==> src/source/mem_op_pkg.sv <==
package mem_op_pkg;

    localparam int XLEN       = 32;
    localparam int REG_ADDR_W = 5;
    localparam int OP_W       = 4;

    // Codes carried on op_i through both memory stages.
    localparam logic [OP_W-1:0] OP_NONE  = 4'd0;
    localparam logic [OP_W-1:0] OP_LD_B  = 4'd1;
    localparam logic [OP_W-1:0] OP_LD_BU = 4'd2;
    localparam logic [OP_W-1:0] OP_LD_H  = 4'd3;
    localparam logic [OP_W-1:0] OP_LD_HU = 4'd4;
    localparam logic [OP_W-1:0] OP_LD_W  = 4'd5;
    localparam logic [OP_W-1:0] OP_ST_B  = 4'd6;
    localparam logic [OP_W-1:0] OP_ST_H  = 4'd7;
    localparam logic [OP_W-1:0] OP_ST_W  = 4'd8;

    // Lane 0 is the byte or half at the lowest address of the word.
    typedef union packed {
        logic [XLEN/8-1:0][7:0]   byte_lane;
        logic [XLEN/16-1:0][15:0] half_lane;
    } mem_word_u;

    function automatic logic op_is_load(input logic [OP_W-1:0] op);
        return op inside {OP_LD_B, OP_LD_BU, OP_LD_H, OP_LD_HU, OP_LD_W};
    endfunction

    function automatic logic op_is_store(input logic [OP_W-1:0] op);
        return op inside {OP_ST_B, OP_ST_H, OP_ST_W};
    endfunction

endpackage

==> src/source/load_align_stage.sv <==
`timescale 1ns/1ps

module load_align_stage (
    input  logic                                clk,
    input  logic                                rst,
    input  logic                                en_i,
    input  logic                                clr_i,
    input  logic                                s1_valid_i,
    input  logic [mem_op_pkg::OP_W-1:0]         s1_op_i,
    input  logic [mem_op_pkg::XLEN-1:0]         s1_addr_i,
    input  logic [mem_op_pkg::XLEN-1:0]         s1_wdata_i,
    input  logic [mem_op_pkg::REG_ADDR_W-1:0]   s1_waddr_i,
    input  logic                                s1_wreg_i,
    input  logic                                s1_excp_i,
    input  logic                                data_ok_i,
    input  logic [mem_op_pkg::XLEN-1:0]         rdata_i,
    output logic                                fwd_is_load_o,
    output logic                                fwd_data_ok_o,
    output logic                                fwd_wreg_o,
    output logic [mem_op_pkg::REG_ADDR_W-1:0]   fwd_waddr_o,
    output logic [mem_op_pkg::XLEN-1:0]         fwd_wdata_o,
    output logic                                wb_valid_o,
    output logic                                wb_wreg_o,
    output logic [mem_op_pkg::REG_ADDR_W-1:0]   wb_waddr_o,
    output logic [mem_op_pkg::XLEN-1:0]         wb_wdata_o,
    output logic                                wb_excp_o
);
    import mem_op_pkg::*;

    mem_word_u       ld_word;
    logic [7:0]      byte_sel;
    logic [15:0]     half_sel;
    logic            load_done;
    logic [XLEN-1:0] result;

    assign ld_word = rdata_i;

    // Address bits 1 and 0 index the lane within the returned word.
    assign byte_sel = ld_word.byte_lane[s1_addr_i[1:0]];
    assign half_sel = ld_word.half_lane[s1_addr_i[1]];

    assign load_done = fwd_is_load_o & data_ok_i & ~s1_excp_i;

    always_comb begin
        result = s1_wdata_i;
        if (load_done) begin
            case (s1_op_i)
                OP_LD_B:  result = {{(XLEN-8){byte_sel[7]}}, byte_sel};
                OP_LD_BU: result = {{(XLEN-8){1'b0}}, byte_sel};
                OP_LD_H:  result = {{(XLEN-16){half_sel[15]}}, half_sel};
                OP_LD_HU: result = {{(XLEN-16){1'b0}}, half_sel};
                OP_LD_W:  result = ld_word;
                default:  result = s1_wdata_i;
            endcase
        end
    end

    // The forwarding bundle lets earlier stages see a result before it is registered.
    assign fwd_is_load_o = s1_valid_i & op_is_load(s1_op_i);
    assign fwd_data_ok_o = data_ok_i;
    assign fwd_wreg_o    = s1_valid_i & s1_wreg_i;
    assign fwd_waddr_o   = s1_waddr_i;
    assign fwd_wdata_o   = result;

    // A held result stays on the wb outputs, but wb_valid_o pulses once per operation.
    always_ff @(posedge clk) begin
        if (rst || clr_i) begin
            wb_valid_o <= 1'b0;
            wb_wreg_o  <= 1'b0;
            wb_excp_o  <= 1'b0;
        end else begin
            wb_valid_o <= en_i & s1_valid_i;
            if (en_i) begin
                wb_wreg_o <= s1_wreg_i;
                wb_excp_o <= s1_excp_i;
            end
        end
    end

    always_ff @(posedge clk) begin
        if (en_i) begin
            wb_waddr_o <= s1_waddr_i;
            wb_wdata_o <= result;
        end
    end

endmodule

==> config.mk <==
export PLATFORM = sky130hd
export DESIGN_NAME = load_align_stage
export DESIGN_NICKNAME = d
export VERILOG_FILES = /design/src/source/mem_op_pkg.sv /design/src/source/load_align_stage.sv
export SDC_FILE = /design/constraint.sdc
export NUM_CORES = 1
export LEC_CHECK = 0
export BUFFER_PORTS_ARGS = -buffer_cell sky130_fd_sc_hd__buf_4
export CORE_MARGIN = 8
export CORE_UTILIZATION = 42
export DETAILED_ROUTE_END_ITERATION = 8
export HOLD_SLACK_MARGIN = 0.08
export PLACE_DENSITY = 0.94
export SLEW_MARGIN = 20
export SYNTH_ARGS = -nofsm -noshare
export SYNTH_HDL_FRONTEND = slang
export SYNTH_SLANG_ARGS = --single-unit
export TNS_END_PERCENT = 50
==> constraint.sdc <==
create_clock -name clk -period 6.5 [get_ports clk]
set_clock_uncertainty 0.1 [all_clocks]
set_input_delay 1.3 -clock clk [delete_from_list [all_inputs] [get_ports clk]]
set_output_delay 1.3 -clock clk [all_outputs]
set_load 0.03 [all_outputs]
==> results.sh <==
export IMPL_drc=0
export IMPL_ys_flop_type="edfxtp_1"
export IMPL_max_freq_ghz=0.2032
export IMPL_critPathKind="primary input to output port"
export IMPL_grt_max_degree=43
export IMPL_cp_max_fo=17
export IMPL_post_route_min_period_ps=4921
export IMPL_fin_tns_setup_ps=0
export IMPL_nets=467
export IMPL_drtIter0Drc=184
export IMPL_drv_cap=0
export IMPL_ys_top_cells_by_count="37 x edfxtp_1, 27 x nor2_1, 23 x a21oi_1"
export IMPL_antenna_found_initial=0
export IMPL_dieArea_um2=8269
export IMPL_firstDrtPassIters=4
export IMPL_syn_avg_cell_area_um2=11.50
export IMPL_yosys_top_cells_area="edfxtp_1 47%, mux4_2 6.7%, a21oi_1 4.9%"
export IMPL_holdCritPathClass="flop to flop"
export IMPL_overflow=0
export IMPL_ys_seq_area_share_pct=49.66
export IMPL_synth_most_common_cell="edfxtp_1"
export IMPL_die_w_um=90.94
export IMPL_tightest_slew_ps=711.4
export IMPL_final_core_utilization_pct=66.19
export IMPL_syn2layout_area_growth_pct=53.58
export IMPL_ys_types=39
export IMPL_clkLatencyLatePin_ps=290
export IMPL_finalNonFillerCells=427
export IMPL_arrival_ps=3520
export IMPL_cts_tree="done"
export IMPL_slew_violations=0
export IMPL_yosys_area_top_type_share_pct=47.11
export IMPL_dpl_worst_slack_ps=1608
export IMPL_ys_async_sr_fraction_pct=0
export IMPL_timing_hold_ws_ps=437.3
export IMPL_slew_headroom_pct=52.29
export IMPL_clkTransAtPathRegs_ps=70
export IMPL_synth_seq_cells=40
export IMPL_initial_utilization_pct=43.10
export IMPL_wire_per_inst_um=20.31
export IMPL_cts_setup_buffers=0
export IMPL_synth_fp_nets=318
export IMPL_critical_path_most_common_cell="buf_4"
export IMPL_ctsResizeCount=0
export IMPL_gp_congestion=0.7623
export IMPL_ios=193
export IMPL_endpoint_kind="output port"
export IMPL_dpl_hpwl_mm=6.857
export IMPL_rows=27
export IMPL_grt_pass1_vias=2466
export IMPL_slowest_stage="and4bb_1"
export IMPL_hold_buffers=0
export IMPL_status="completed"
export IMPL_drive_gt1_share_pct=53.80
export IMPL_rsz0062_at_grt="false"
export IMPL_synth_top_area_cell="edfxtp_1"
export IMPL_vias_per_cell=5.489
export IMPL_grt_pass1_wl_mm=13.53
export IMPL_htree_levels=2
export IMPL_required_ps=5100
export IMPL_die_y_um=90.94
export IMPL_synth_edf_count=37
export IMPL_syn_inst=205
export IMPL_ir_drop_v=0.0001136
export IMPL_cts_sinks=40
export IMPL_synthesis_area_um2=2359
export IMPL_cts_root_buffer="clkbuf_8"
export IMPL_postLayoutSetupSlackWorst_ps=1579
export IMPL_coreArea_um2=5473
export IMPL_fin_crit_sh_pct=75.70
export IMPL_slowest_delay_ps=740
export IMPL_io_buffers=162
export IMPL_finalHoldViolCount=0
export IMPL_drt_total_wl_mm=8.672
export IMPL_crit_chain="buf_4 > and4bb_1 > a211o_1 > a221oi_2 > a21oi_1 > buf_4"
export IMPL_p_leak_nw=1.593
export IMPL_ant_nets=0
export IMPL_grtUsageTotal_pct=20.54
export IMPL_p_per_area_nw_per_um2=201.6
export IMPL_finalSetupViolCount=0
export IMPL_route_vias_total=2344
export IMPL_cts_buffers=5
export IMPL_placedCellCount=419
export IMPL_num_antenna_cells=0
export IMPL_critPathLaunchType="primary input"
export IMPL_clk_path_buf_depth=2
export IMPL_yosys_warnings=0
logic make-up after synthesis:
kind of cell | synth area share (%)
mux | 9.390
flops | 49.66
compound gates | 20.21
simple gates | 14.38
xor+xnor | 0.3714
buf+inv | 5.994
critical path: cells and delay by family:
family,cells,cell delay (ps)
AND/OR/NAND/NOR,1,740
AO/OA/AOI/OAI,3,1100
buffers and inverters,2,370
layer usage:
layer	global-route usage [%]	wire (um)	vias up
met1	23.08	3228	1122
met5	0	0	-
met4	4.366	76	0
li1	-	-	1079
met3	8.642	958	9
met2	35.49	4409	134
cell type report:
cell class	instances	area, um2
sequential	40	1171
clock inverter	3	18.77
timing repair buffer	163	1224
multi-input combinational	143	1046
fill	433	1851
tap	72	90.09
clock buffer	5	68.82
inverter	1	3.754
through the flow:
stage          area [um2]  power, mW
2_1_floorplan        2359     0.4538
3_3_place_gp         3535     0.5641
3_5_place_dp         3535     0.5700
4_1_cts              3622     0.7340
5_1_grt              3622     0.7632
6_report             3622     0.7303
power by group:
group | total, mW | leakage (nW) | switching [mW] | internal (mW)
registers | 0.312 | 0.387 | 0.00631 | 0.305
logic | 0.252 | 1.16 | 0.147 | 0.105
clock network | 0.167 | 0.0479 | 0.0924 | 0.0749
total | 0.730 | 1.59 | 0.245 | 0.485
sequential cells by signal, summed over array words and instances, names as in the netlist:
register / count
wb_wdata_o: 32
wb_waddr_o: 5
wb_excp_o: 1
wb_valid_o: 1
wb_wreg_o: 1
placed cells by master (no fill, tap or decap), drive strengths merged, types with 2 or more instances in the layout:
cell type  count
mux2i          3
clkbuf         5
nor2          27
a221oi         7
edfxtp        37
and3b          2
nor3           4
a22o           7
a31oi          2
a21oi         23
buf          163
dfxtp          3
nand2         20
clkinv         3
nor2b          3
o22a           8
and3           7
and2           2
o21ai          2
mux4           7
nand2b         2
mux2           3
path summary, 6_finish.rpt:
check | from | to | slack, ps | cells past startpoint
worst min-delay path | wb_wreg_o$_SDFFE_PP0P_ | wb_wreg_o$_SDFFE_PP0P_ | 440 | 2
worst max register to register | wb_wreg_o$_SDFFE_PP0P_ | wb_wreg_o$_SDFFE_PP0P_ | 5770 | 2
worst min register to register | wb_wreg_o$_SDFFE_PP0P_ | wb_wreg_o$_SDFFE_PP0P_ | 440 | 2
worst max-delay path | s1_op_i[1] | fwd_wdata_o[2] | 1580 | 6
Power figures use the tool's default switching activity.
