--- src/source/mem_op_pkg.sv ---
package mem_op_pkg;

    localparam int XLEN       = 32;
    localparam int REG_ADDR_W = 5;
    localparam int OP_W       = 4;

    // Codes carried on op_i through both memory stages.
    localparam logic [OP_W-1:0] OP_NONE  = 4'd0;
    localparam logic [OP_W-1:0] OP_LD_B  = 4'd1;
    localparam logic [OP_W-1:0] OP_LD_BU = 4'd2;
    localparam logic [OP_W-1:0] OP_LD_H  = 4'd3;
    localparam logic [OP_W-1:0] OP_LD_HU = 4'd4;
    localparam logic [OP_W-1:0] OP_LD_W  = 4'd5;
    localparam logic [OP_W-1:0] OP_ST_B  = 4'd6;
    localparam logic [OP_W-1:0] OP_ST_H  = 4'd7;
    localparam logic [OP_W-1:0] OP_ST_W  = 4'd8;

    // Lane 0 is the byte or half at the lowest address of the word.
    typedef union packed {
        logic [XLEN/8-1:0][7:0]   byte_lane;
        logic [XLEN/16-1:0][15:0] half_lane;
    } mem_word_u;

    function automatic logic op_is_load(input logic [OP_W-1:0] op);
        return op inside {OP_LD_B, OP_LD_BU, OP_LD_H, OP_LD_HU, OP_LD_W};
    endfunction

    function automatic logic op_is_store(input logic [OP_W-1:0] op);
        return op inside {OP_ST_B, OP_ST_H, OP_ST_W};
    endfunction

endpackage

--- src/source/mem_addr_stage.sv ---
`timescale 1ns/1ps

module mem_addr_stage (
    input  logic                                clk,
    input  logic                                rst,
    input  logic                                en_i,
    input  logic                                clr_i,
    input  logic                                valid_i,
    input  logic [mem_op_pkg::OP_W-1:0]         op_i,
    input  logic [mem_op_pkg::XLEN-1:0]         addr_i,
    input  logic [mem_op_pkg::XLEN-1:0]         wdata_i,
    input  logic [mem_op_pkg::REG_ADDR_W-1:0]   waddr_i,
    input  logic                                wreg_i,
    output logic                                s1_valid_o,
    output logic [mem_op_pkg::OP_W-1:0]         s1_op_o,
    output logic [mem_op_pkg::XLEN-1:0]         s1_addr_o,
    output logic [mem_op_pkg::XLEN-1:0]         s1_wdata_o,
    output logic [mem_op_pkg::REG_ADDR_W-1:0]   s1_waddr_o,
    output logic                                s1_wreg_o,
    output logic                                s1_excp_o,
    output logic                                s1_load_pending_o,
    output logic                                ram_re_o,
    output logic                                ram_we_o,
    output logic [mem_op_pkg::XLEN/8-1:0]       ram_be_o,
    output logic [mem_op_pkg::XLEN-1:0]         ram_addr_o,
    output logic [mem_op_pkg::XLEN-1:0]         ram_wdata_o
);
    import mem_op_pkg::*;

    logic                  valid_q;
    logic                  fresh_q;
    logic [OP_W-1:0]       op_q;
    logic [XLEN-1:0]       addr_q;
    logic [XLEN-1:0]       wdata_q;
    logic [REG_ADDR_W-1:0] waddr_q;
    logic                  wreg_q;
    logic                  misaligned;
    logic                  access_ok;
    mem_word_u             st_word;

    // fresh_q marks the first cycle of an operation, so the RAM sees each request once.
    always_ff @(posedge clk) begin
        if (rst || clr_i) begin
            valid_q <= 1'b0;
            fresh_q <= 1'b0;
        end else begin
            fresh_q <= en_i & valid_i;
            if (en_i) begin
                valid_q <= valid_i;
            end
        end
    end

    always_ff @(posedge clk) begin
        if (en_i) begin
            op_q    <= op_i;
            addr_q  <= addr_i;
            wdata_q <= wdata_i;
            waddr_q <= waddr_i;
            wreg_q  <= wreg_i;
        end
    end

    always_comb begin
        case (op_q)
            OP_LD_H, OP_LD_HU, OP_ST_H: misaligned = addr_q[0];
            OP_LD_W, OP_ST_W:           misaligned = |addr_q[1:0];
            default:                    misaligned = 1'b0;
        endcase
    end

    assign access_ok = valid_q & ~misaligned;

    // Store data is copied into every lane and the byte enables pick the target lanes.
    always_comb begin
        st_word.byte_lane = wdata_q;
        ram_be_o          = '0;
        case (op_q)
            OP_ST_B: begin
                for (int i = 0; i < XLEN/8; i++) begin
                    st_word.byte_lane[i] = wdata_q[7:0];
                end
                ram_be_o[addr_q[1:0]] = 1'b1;
            end
            OP_ST_H: begin
                for (int i = 0; i < XLEN/16; i++) begin
                    st_word.half_lane[i] = wdata_q[15:0];
                end
                ram_be_o[{addr_q[1], 1'b0} +: 2] = 2'b11;
            end
            OP_ST_W: ram_be_o = '1;
            default: ram_be_o = '0;
        endcase
    end

    assign s1_load_pending_o = access_ok & op_is_load(op_q);

    assign ram_re_o    = fresh_q & s1_load_pending_o;
    assign ram_we_o    = fresh_q & access_ok & op_is_store(op_q);
    assign ram_addr_o  = addr_q;
    assign ram_wdata_o = st_word;

    assign s1_valid_o = valid_q;
    assign s1_op_o    = op_q;
    assign s1_addr_o  = addr_q;
    assign s1_wdata_o = wdata_q;
    assign s1_waddr_o = waddr_q;
    assign s1_wreg_o  = wreg_q;
    assign s1_excp_o  = valid_q & misaligned;

endmodule

--- config.mk ---
export PLATFORM = sky130hd
export DESIGN_NAME = mem_addr_stage
export DESIGN_NICKNAME = d
export VERILOG_FILES = /design/src/source/mem_op_pkg.sv /design/src/source/mem_addr_stage.sv
export SDC_FILE = /design/constraint.sdc
export NUM_CORES = 1
export LEC_CHECK = 0
export BUFFER_PORTS_ARGS = -buffer_cell sky130_fd_sc_hd__buf_2
export CAP_MARGIN = 10
export CORE_MARGIN = 4
export CORE_UTILIZATION = 37
export DETAILED_ROUTE_END_ITERATION = 7
export PLACE_DENSITY_LB_ADDON = 0.15
export SYNTH_ARGS = -nofsm -noshare
export SYNTH_HDL_FRONTEND = slang
export SYNTH_SLANG_ARGS = --single-unit
--- constraint.sdc ---
create_clock -name clk -period 1.82 [get_ports clk]
set_clock_uncertainty 0.2 [all_clocks]
set_input_delay 0.182 -clock clk [delete_from_list [all_inputs] [get_ports clk]]
set_output_delay 0.182 -clock clk [all_outputs]
set_load 0.05 [all_outputs]
==> flow_summary.json <==
{
  "dp_cells": 497,
  "top_layer": "met4",
  "hpwl_um": 6569,
  "power_frac_seq_pct": 41.1,
  "max_slew_margin_pct": 72.84,
  "ir_drop_mv": 0.7303,
  "grt_pass1_wl_um": 15330,
  "area_growth_pct": 88.92,
  "synth_area_leader_cell": "edfxtp_1",
  "synth_area_mm2": 0.003161,
  "multiInputGateArea_um2": 833.3,
  "p_sw_share_pct": 38.98,
  "num-nets-final": 576,
  "worstSetupEndpointType": "primary output",
  "drt-initial-drc-count": 63,
  "clock_latency_ns": 0.34,
  "wirelength_um": 10530,
  "yosysWarnings": 0,
  "rsz0062_at_grt": "true",
  "setup_violations": 32,
  "die_area_mm2": 0.01008,
  "arrival_ns": 1.95,
  "p_total_mw": 5.268,
  "cts_tree": "done",
  "crit_required_ns": 1.44,
  "synth_flop_cell": "edfxtp_1",
  "track_usage_pct": 20.18,
  "crit_fanout": 6,
  "hold_slack_ns": 0.06984,
  "synthTopCellsByArea": "edfxtp_1, buf_4, mux2_2, mux2i_1, nand2_1",
  "postSynthCellCount": 192,
  "antennaDiodeCount": 0,
  "worstSetupPathType": "register to primary output",
  "power_density_mw_per_mm2": 882.4,
  "period_needed_ns": 2.336,
  "drive_above_1_share_pct": 64.74,
  "cts_buffer_depth": 2,
  "drc": 0,
  "finalCritPeriodShare_pct": 128.4,
  "die_w_um": 100.4,
  "clock-sinks": 76,
  "cts_root_buffer": "clkbuf_8",
  "grt_max_degree": 30,
  "synth.top_cell.area_share_pct": 70.31,
  "tightest_slew_ns": 0.4059,
  "synth_nets": 271,
  "wl_per_cell_um": 17.35,
  "initial_utilization_pct": 38.27,
  "worstSetupStartpointType": "register",
  "yosysSeqAreaShare_pct": 71.58,
  "n_fill_cell": 579,
  "antenna_found_initial": 0,
  "maxCapViolations": 0,
  "run_status": "finished, violations left",
  "viasPerCell": 4.557,
  "avgSynthCellArea_um2": 16.46,
  "hold_class": "input port to register",
  "comb_power_share_pct": 37.1,
  "fmax_mhz": 428.1,
  "met1_length_um": 3776,
  "cellInternalPower_mw": 3.215,
  "dp_slack_ns": -0.2865,
  "wl_met3_um": 854,
  "grt_pass1_vias": 2894,
  "seqCellArea_mm2": 0.002262,
  "synth_edf_count": 74,
  "numCtsBuffers": 9,
  "clkPwrFrac_pct": 21.8,
  "p_sw_mw": 2.053,
  "numPortBuffers": 225,
  "violations": "negative setup slack",
  "grt_overflow_total": 0,
  "coreArea_mm2": 0.008258,
  "firstDrtPassIters": 4,
  "synthArstFlopShare_pct": 0,
  "die_y_um": 100.4,
  "row_count": 33,
  "ys_seq_elements": 76,
  "num_io_pins": 226,
  "setup_tns_ns": -14.82,
  "p_leak_nw": 2.656,
  "fin_ws_ns": -0.5161,
  "slew_violations": 0,
  "wl_met2_um": 5649,
  "routabilityCongestion": 0.8075,
  "stdcell_count": 607,
  "yosysMostFrequentCell": "edfxtp_1",
  "path_clk_slew_ns": 0.08,
  "vias": 2766,
  "hold_violations": 0,
  "ys_types": 29,
  "synthTopCellsByCount": "edfxtp_1, buf_4, mux2_2",
  "ant_nets": 0,
  "htreeDepth": 3
}
-- cells in the final DEF (no fill, tap or decap), types with 2 or more instances in the layout --
cell	synthesis	layout
dfxtp_1	2	2
a2111oi_4	1	2
buf_8	0	9
clkinvlp_4	0	4
mux2_4	0	8
nor2_1	2	2
clkbuf_8	0	9
buf_6	2	36
nand2_1	11	4
o21ai_4	1	9
mux2i_1	8	5
buf_12	0	3
buf_2	1	191
dlygate4sd3_1	0	78
mux2i_2	0	3
clkbuf_16	0	2
buf_4	40	20
edfxtp_1	74	74
inv_6	0	2
nand2b_1	2	2
nand2_4	0	7
o31ai_4	0	4
nand3b_1	2	2
mux2_2	16	8
-- final timing paths --
path	startpoint	end	slack [ns]	depth (start not counted)
min reg2reg	s1_valid_o	s1_valid_o	0.91	3
min	en_i	ram_addr_o[17]	0.07	1
max reg2reg	s1_valid_o	s1_valid_o	0.28	3
max	s1_op_o[1]	ram_we_o	-0.52	3
-- state kept, by name, summed over array words and instances, names as in the netlist --
name and cells:
ram_addr_o 32, s1_waddr_o 5, s1_wdata_o 32, s1_wreg_o 1
s1_valid_o 1, s1_op_o 4, fresh_q 1
-- final cells by class --
class | count | share of cell area [%]
Timing Repair Buffer | 340 | 42.96
Clock buffer | 9 | 2.075
Multi-Input combinational cell | 69 | 13.96
Inverter | 1 | 0.06287
Sequential cell | 76 | 37.89
Clock inverter | 7 | 0.8592
Tap cell | 105 | 2.200
-- through the flow --
stage / utilization (%) / area (um^2)
global placement: 53.56 / 4423
CTS: 69.85 / 5768
detailed placement: 53.56 / 4423
finish: 72.30 / 5971
floorplan: - / 3349
global route: 72.30 / 5971
-- per-layer routing --
metal	vias up	global-route usage, %
met5	-	0
met4	0	8.601
met3	21	6.185
met2	144	36.65
met1	1315	21.50
li1	1286	-
-- cells by family (layout without fill, tap and decap cells) --
logic type	after synthesis	count (layout)	synth area share, %
flops	76	76	71.58
buf+inv	47	357	10.85
mux	24	24	8.234
simple gates	25	25	4.315
compound gates	20	20	5.028
-- power groups by stage --
stage	combinational, mW	clock [mW]	sequential [mW]
4_1_cts	1.89	1.18	2.16
5_1_grt	2.02	1.28	2.18
3_5_place_dp	1.60	0	2.19
2_1_floorplan	0.785	0	2.66
3_3_place_gp	1.60	0	2.19
6_report	1.95	1.15	2.17
-- critical path: stages (launching register included) --
cell       delay (ns)
edfxtp_1         0.48
or4b_4           0.61
a2111oi_4        0.32
buf_6            0.20
-- what timing repair did --
item,in CTS,in global routing
hold endpoints to repair,76,0
pin swaps,4,4
gates resized for setup,91,23
setup buffers,7,7
hold buffers,78,0
endpoints found under the setup margin,33,33
gates cloned,1,2
Power figures use the tool's default switching activity.
